File: src/rename_settings.svh
// Free list sizing macros: physical tag count, bank count and per-bank FIFO depth
`ifndef RENAME_SETTINGS_SVH
`define RENAME_SETTINGS_SVH

// ========================================
// Free list geometry
// ========================================

// Number of physical register tags held by the free list
`define RN_NPREGS 256

// Number of banks, one per rename lane
// Bank i owns the tags whose upper bits equal i
`define RN_NBANKS 4

// Tags owned by each bank, which is also the depth of its tag FIFO
// Must equal RN_NPREGS / RN_NBANKS and be a power of two
`define RN_BANK_DEPTH 64

`endif
File: src/rename_pkg.sv
// Rename package: physical tag types, in-bank offset type and the lane free request struct
`include "rename_settings.svh"

package rename_pkg;

	// ========================================
	// Widths derived from the sizing macros
	// ========================================

	// Bits in a full physical tag
	localparam int PREG_W = $clog2(`RN_NPREGS);

	// Bits in a tag offset within one bank
	localparam int IDX_W = $clog2(`RN_BANK_DEPTH);

	// Upper tag bits that select the owning bank
	localparam int SEL_W = PREG_W - IDX_W;

	// A FIFO occupancy count has to reach the full depth, so one extra bit
	localparam int CNT_W = IDX_W + 1;

	// ========================================
	// Types
	// ========================================

	// Physical register tag as seen by the rename lanes
	typedef logic [PREG_W-1:0] preg_t;

	// Offset of a tag inside its bank
	// The bank number supplies the remaining upper bits
	typedef logic [IDX_W-1:0] bank_idx_t;

	// FIFO fill level of one bank
	typedef logic [CNT_W-1:0] bank_cnt_t;

	// A tag handed back by a lane at retire
	// Only tags of the lane's own bank may be returned here
	typedef struct packed {
		logic  valid;
		preg_t tag;
	} free_req_t;

endpackage

File: src/reg_free_list.sv
// Register free list top: four tag banks, pending-reload mask, availability bitmap, group stall
`timescale 1ns/1ps
`include "rename_settings.svh"

module reg_free_list (
	input  logic                                   clk,
	input  logic                                   rst,
	input  logic                                   en,
	input  logic [`RN_NPREGS-1:0]                  flush_mask,
	input  rename_pkg::free_req_t [`RN_NBANKS-1:0] free_req,
	input  logic [`RN_NBANKS-1:0]                  alloc,
	output rename_pkg::preg_t [`RN_NBANKS-1:0]     alloc_tag,
	output logic [`RN_NPREGS-1:0]                  avail,
	output logic                                   stall
);

	import rename_pkg::*;

	localparam int NPREGS = `RN_NPREGS;
	localparam int NBANKS = `RN_NBANKS;
	localparam int DEPTH  = `RN_BANK_DEPTH;

	// ========================================
	// Bank interconnect
	// ========================================

	// Tags still to be loaded into a bank FIFO
	// Bank b owns the slice [b*DEPTH +: DEPTH]
	logic [NPREGS-1:0] pend;

	// One-hot clears from each bank's reload scanner, assembled per slice
	logic [NPREGS-1:0] scan_take;

	// Per-bank stall requests, ORed into the group stall
	logic [NBANKS-1:0] stall_req;

	// Push and pop reports used to maintain avail
	logic  [NBANKS-1:0] push_valid;
	preg_t [NBANKS-1:0] push_tag;
	logic  [NBANKS-1:0] pop_valid;
	preg_t [NBANKS-1:0] pop_tag;

	// Allocation is accepted in all banks or in none
	logic grant;

	// ========================================
	// Group stall
	// ========================================

	// Any bank that cannot serve its lane holds back all four lanes, so
	// the rename group moves as one
	always_comb begin
		stall = |stall_req;
		grant = en & ~stall;
	end

	// ========================================
	// Banks
	// ========================================

	for (genvar b = 0; b < NBANKS; b++) begin : g_bank
		free_list_bank #(
			.BANK (b)
		) u_bank (
			.clk        (clk),
			.rst        (rst),
			.en         (en),
			.grant      (grant),
			.alloc      (alloc[b]),
			.free_req   (free_req[b]),
			.pend       (pend[b*DEPTH +: DEPTH]),
			.alloc_tag  (alloc_tag[b]),
			.stall_req  (stall_req[b]),
			.push_tag   (push_tag[b]),
			.push_valid (push_valid[b]),
			.scan_take  (scan_take[b*DEPTH +: DEPTH]),
			.pop_valid  (pop_valid[b]),
			.pop_tag    (pop_tag[b])
		);
	end

	// ========================================
	// Pending-reload mask
	// ========================================

	// Reset marks every tag as needing a reload, so the banks fill
	// themselves one tag per cycle each.
	// A flushed tag joins the mask at the edge; a tag being reloaded in
	// this cycle leaves it, even if it is flushed at the same time
	always_ff @(posedge clk) begin
		if (rst) begin
			pend <= '1;
		end else if (en) begin
			pend <= (pend | flush_mask) & ~scan_take;
		end
	end

	// ========================================
	// Availability bitmap
	// ========================================

	// A bit is set exactly while its tag sits in some bank FIFO.
	// Bypassed frees never enter a FIFO, so they leave avail alone.
	// A push and a pop in one bank never name the same tag
	always_ff @(posedge clk) begin
		if (rst) begin
			avail <= '0;
		end else if (en) begin
			for (int b = 0; b < NBANKS; b++) begin
				if (pop_valid[b]) begin
					avail[pop_tag[b]] <= 1'b0;
				end
				if (push_valid[b]) begin
					avail[push_tag[b]] <= 1'b1;
				end
			end
		end
	end

endmodule

File: src/free_list_bank.sv
// Free list bank: tag FIFO, pending-reload scanner, allocation bypass and stall request
`timescale 1ns/1ps
`include "rename_settings.svh"

module free_list_bank #(
	parameter int BANK = 0
) (
	input  logic                       clk,
	input  logic                       rst,
	input  logic                       en,
	input  logic                       grant,
	input  logic                       alloc,
	input  rename_pkg::free_req_t      free_req,
	input  logic [`RN_BANK_DEPTH-1:0]  pend,
	output rename_pkg::preg_t          alloc_tag,
	output logic                       stall_req,
	output rename_pkg::preg_t          push_tag,
	output logic                       push_valid,
	output logic [`RN_BANK_DEPTH-1:0]  scan_take,
	output logic                       pop_valid,
	output rename_pkg::preg_t          pop_tag
);

	import rename_pkg::*;

	localparam int DEPTH = `RN_BANK_DEPTH;

	// Builds a full tag from an offset by prefixing this bank's number
	function automatic preg_t mk_tag(input bank_idx_t off);
		preg_t t;
		t = {SEL_W'(BANK), off};
		return t;
	endfunction

	// ========================================
	// Tag FIFO storage and pointers
	// ========================================

	// Only offsets are stored, the bank number is implied
	bank_idx_t fifo_mem [DEPTH];

	bank_idx_t head;
	bank_idx_t tail;
	bank_cnt_t count;

	logic fifo_empty;
	logic fifo_full;

	// Offset waiting at the head of the FIFO, as a full tag
	preg_t head_tag;

	// Allocation handshake
	logic take;
	logic pop;
	logic direct_push;
	logic reload_push;

	// Reload scanner
	logic                  scan_valid;
	bank_idx_t             scan_off;
	logic [DEPTH-1:0]      scan_onehot;

	// Offset that goes into the FIFO this cycle
	bank_idx_t push_off;

	always_comb begin
		fifo_empty = (count == '0);
		fifo_full  = (count == CNT_W'(DEPTH));
		head_tag   = mk_tag(fifo_mem[head]);
	end

	// ========================================
	// Allocation and bypass
	// ========================================

	// A valid free in this bank is handed straight back as the new tag
	// The FIFO head is used only when nothing is being returned
	always_comb begin
		if (free_req.valid) begin
			alloc_tag = free_req.tag;
		end else begin
			alloc_tag = head_tag;
		end
	end

	// Nothing to give: an allocation is waiting, the FIFO is empty and no
	// tag is coming back on this lane
	always_comb begin
		stall_req = alloc & fifo_empty & ~free_req.valid;
	end

	// grant already folds in en and the group stall from the parent
	// A pop happens only when the head was actually used
	always_comb begin
		take = grant & alloc;
		pop  = take & ~free_req.valid;
	end

	// A free that is not consumed by the bypass goes to the tail
	always_comb begin
		direct_push = en & free_req.valid & ~take;
	end

	// ========================================
	// Reload scanner
	// ========================================

	// Lowest pending offset wins, so a flush reloads in ascending order
	always_comb begin
		scan_off = '0;
		for (int i = DEPTH - 1; i >= 0; i--) begin
			if (pend[i]) begin
				scan_off = bank_idx_t'(i);
			end
		end
	end

	// Isolates the lowest set bit of the pending slice
	always_comb begin
		scan_valid  = |pend;
		scan_onehot = pend & (~pend + 1'b1);
	end

	// The reload uses the write port only when no direct free needs it.
	// A slot freed by a pop in the same cycle counts as room
	always_comb begin
		reload_push = en & ~direct_push & scan_valid & (~fifo_full | pop);
	end

	always_comb begin
		if (direct_push) begin
			push_off = free_req.tag[IDX_W-1:0];
		end else begin
			push_off = scan_off;
		end
	end

	// ========================================
	// Reports to the parent
	// ========================================

	// Parent uses these to keep the availability bitmap in step
	always_comb begin
		push_valid = direct_push | reload_push;
		push_tag   = mk_tag(push_off);
		pop_valid  = pop;
		pop_tag    = head_tag;
	end

	// Clears the reloaded offset from the pending mask at the same edge
	always_comb begin
		if (reload_push) begin
			scan_take = scan_onehot;
		end else begin
			scan_take = '0;
		end
	end

	// ========================================
	// FIFO state update
	// ========================================

	// Pointers wrap naturally since the depth is a power of two
	always_ff @(posedge clk) begin
		if (rst) begin
			head  <= '0;
			tail  <= '0;
			count <= '0;
		end else begin
			if (push_valid) begin
				tail <= tail + 1'b1;
			end
			if (pop) begin
				head <= head + 1'b1;
			end
			// Push and pop together leave the level unchanged
			if (push_valid && !pop) begin
				count <= count + 1'b1;
			end else if (pop && !push_valid) begin
				count <= count - 1'b1;
			end
		end
	end

	// Storage holds no control state
	always_ff @(posedge clk) begin
		if (push_valid) begin
			fifo_mem[tail] <= push_off;
		end
	end

endmodule

File: config.mk
export PLATFORM = sky130hd
export DESIGN_NAME = reg_free_list
export DESIGN_NICKNAME = d
export VERILOG_FILES = /design/src/rename_pkg.sv /design/src/reg_free_list.sv /design/src/free_list_bank.sv
export VERILOG_INCLUDE_DIRS = /design/src /design/src/src
export SDC_FILE = /design/constraint.sdc
export NUM_CORES = 2
export LEC_CHECK = 0
export BUFFER_PORTS_ARGS = -buffer_cell sky130_fd_sc_hd__buf_4
export CORE_MARGIN = 2
export CORE_UTILIZATION = 24
export CTS_CLUSTER_SIZE = 24
export DETAILED_ROUTE_END_ITERATION = 16
export GPL_TIMING_DRIVEN = 1
export PLACE_DENSITY = 0.38
export SETUP_SLACK_MARGIN = 0.5
export SLEW_MARGIN = 10
export SYNTH_ARGS = -nofsm -noshare
export SYNTH_HDL_FRONTEND = slang
export SYNTH_SLANG_ARGS = --single-unit
File: constraint.sdc
create_clock -name clk -period 6.5 [get_ports clk]
set_input_delay 1.625 -clock clk [delete_from_list [all_inputs] [get_ports clk]]
set_output_delay 1.625 -clock clk [all_outputs]
set_load 0.01 [all_outputs]
==> summary.txt <==
1st-iter DRT viols = 4,721
Starting Density = 24.1%
status = finished, final reports clean
PD cells = 311 nW/um^2
Clock Latency Late Sink = 0.90 ns
most used cell along the critical path = a22oi_1
kind of critical path = flip-flop to primary output
Slew @ Worst Pin = 1.19 ns
minimum clock period = 5.83 ns
Slew Viols, Final = 0
final setup violation count = 0
Reg area = 58,400 um^2
die area = 378,000 um^2
std cell rows = 224
FF+latch count, synth = 2,148
DP Cell Count = 12,093
Clock Path Buffers = 4
skew final = 0.0475 ns
share of the synthesized area in the top cell type = 51.5%
Layout area overhead = 24.2%
CTS tree = built
fmax = 172 MHz
Tcrit/Tclk final = 89.7%
Fin Setup TNS = 0 ns
top cell type by total area after synthesis = edfxtp_1
initial antenna violation count = 44
fin cells = 12,599
Slew HR = 20.4%
Max IR drop VDD = 200 uV
ys async rst share = 0%
vias per inst = 4.84
first-pass GRT wire length = 470,000 um
Total Wirelength = 333,000 um
routability-driven placement congestion ratio = 0.805
sequential share of the synthesized area = 65.1%
DR vias = 60,940
Worst Hold Slack = 0.484 ns
max-cap viol count = 0
Syn Nets = 6,784
Critical Path RT = 4.88 ns
vias in the first global route = 61,785
Hold-fix buffers, CTS = 0
CTS clock-pin slew for the worst setup and hold paths = 0.06 ns
Hold Vio Cnt, Final = 0
r2r setup slk = 1.44 ns
area of the multi-input gates = 29,100 um^2
number of routed nets with antenna violations = 0
Core ar. = 372,000 um^2
Worst Slack Setup Final = 0.671 ns
Yosys warning count = 0
dpl ws = 0.670 ns
Nets = 7,728
Wirelength per Cell = 26.5 um
DRT Pass-1 Iters = 5
Yosys cell types = 102
synthesized cell area = 89,600 um^2
Post-synth EDFFs = 1,536
Post-Syn Area per Cell = 13.9 um^2
Hold Crit Class = flip-flop to flip-flop
CP max stage cell = a22oi_1
I/O Buffers = 587
Num CTS Buffers = 266
share of layout cells above drive strength 1 = 25.2%
Leak = 37.4 nW
Cells after Synth = 6,449
Worst Setup Start Kind = flip-flop
post-DP HPWL = 240,000 um
Filler Cell Count = 37,584
worst path cell trace = buf_12 -> mux4_2 -> a22oi_1 -> nand2_1 -> a22oi_1 -> o221a_2 -> o21ai_0 -> buf_4
DRC viols = 0
TritonCTS Sinks = 2,148
GRT Total Usage = 17.0%
worst r2r path cells = 17
Top FF cell, synth = edfxtp_1
GRT overflow = 0
root buf cell = clkbuf_16
Area contributors post-synth = edfxtp_1 (51%), dfxtp_1 (14%), mux4_2 (8.5%)
CP max stage delay = 0.62 ns
Die Span X = 615 um
Ports = 588
htree depth = 5
RSZ-0062 raised after global routing = no
worst hold stages = 2
CP Capture Type = primary output
largest net degree at the start of global routing = 147
Worst Path Arrival = 4.20 ns
CP max FO = 29
Die Ht = 615 um
-- flip-flops by register name (all words and copies together), names as in the netlist, named ones only --
register and count:
avail 256, g_bank.u_bank.count 28, g_bank.u_bank.fifo_mem 1536, g_bank.u_bank.head 24
g_bank.u_bank.tail 24, pend 256
-- worst max-delay path: cells and delay by family, from the launching register on --
family | cells | cell delay, ns
AO/OA/AOI/OAI | 4 | 1.48
flip-flops | 1 | 0.59
multiplexers | 1 | 0.58
buffers and inverters | 2 | 0.52
AND/OR/NAND/NOR | 1 | 0.11
-- stage by stage --
step	instance area [um^2]	util [%]	power (mW)
floorplan	89600	-	17.9
global placement	102000	27.5	19.9
detailed placement	102000	27.5	19.9
CTS	111000	29.9	35.1
global route	111000	29.9	35.9
finish	111000	29.9	34.6
-- timing repair --
action	CTS	global route
setup buffers	3	1
resized for setup	5	5
pin swaps	1	0
setup endpoints to repair	13	6
-- cell usage after synthesis (all sizes together) (12+ instances only) --
cell type and instances:
a211oi 55, a21o 27, a21oi 181, a221oi 44
a22o 55, a22oi 112, a31oi 77, and2 23
and3 24, and4 16, buf 105, clkbuf 277
dfxtp 612, edfxtp 1536, ha 32, inv 116
mux2i 65, mux4 359, nand2 461, nand2b 37
nand3 149, nand3b 20, nand4 46, nand4b 12
nor2 546, nor2b 36, nor3 69, nor4 95
o211ai 370, o21a 19, o21ai 329, o221a 16
o221ai 15, o311ai 20, o31ai 146, o41ai 21
or2 27, or3 28, or4 42, xnor2 22
xor2 35
-- cells by family (layout without fill, tap and decap cells) --
| family | count (synthesis) | in the layout | synth area share (%) |
|---|---|---|---|
| other cells | 0 | 20 | 0 |
| xor+xnor | 57 | 57 | 0.557 |
| buf+inv | 504 | 1662 | 2.47 |
| flops | 2148 | 2148 | 65.1 |
| compound gates | 1594 | 1594 | 12.3 |
| fa+ha+maj | 36 | 36 | 0.536 |
| simple gates | 1683 | 1683 | 9.03 |
| mux | 427 | 427 | 9.92 |
-- final cells by class --
cell class              count  area share (%)
multi-input cells        3797            26.2
clock buffers             336            6.52
clock inverters           146            1.37
inverters                 122           0.418
well taps                4972            5.59
flip-flops and latches   2148            52.5
repair buffers           1058            7.43
diodes                     20          0.0450
-- final timing paths --
kind	start	end
worst max-delay path	flip-flop	alloc_tag[17]
worst min-delay path	avail[230]$_SDFFE_PP0P_	avail[230]$_SDFFE_PP0P_
worst max register to register	pend[42]$_SDFFE_PP1P_	g_bank[0].u_bank.count[6]$_SDFFE_PP0P_
worst min register to register	avail[230]$_SDFFE_PP0P_	avail[230]$_SDFFE_PP0P_
-- where the power goes --
part	switching [mW]	total, mW	internal [mW]
logic	2.71	4.28	1.57
clock network	6.11	15.0	8.91
registers	0.198	15.3	15.1
total	9.01	34.6	25.6
-- per-layer routing --
| metal | part of all wire [%] | wire (um) | global-route usage [%] |
|---|---|---|---|
| met5 | 0.018 | 61 | 0 |
| met4 | 2.6 | 8830 | 4.87 |
| met3 | 4.1 | 13700 | 2.23 |
| met2 | 50 | 168000 | 29.8 |
| met1 | 43 | 143000 | 21.8 |
-- layout by cell type, fill, tap and decap left out, types with 61 or more instances in the layout --
cell	instances
edfxtp_1	1536
buf_4	1031
dfxtp_1	604
nor2_1	544
nand2_1	458
o211ai_1	364
mux4_2	337
o21ai_0	309
clkbuf_16	274
a21oi_1	179
nand3_1	149
o31ai_1	146
a22oi_1	110
inv_1	99
nor4_1	91
a31oi_1	77
nor3_1	69
mux2i_1	61
Power figures use the tool's default switching activity.
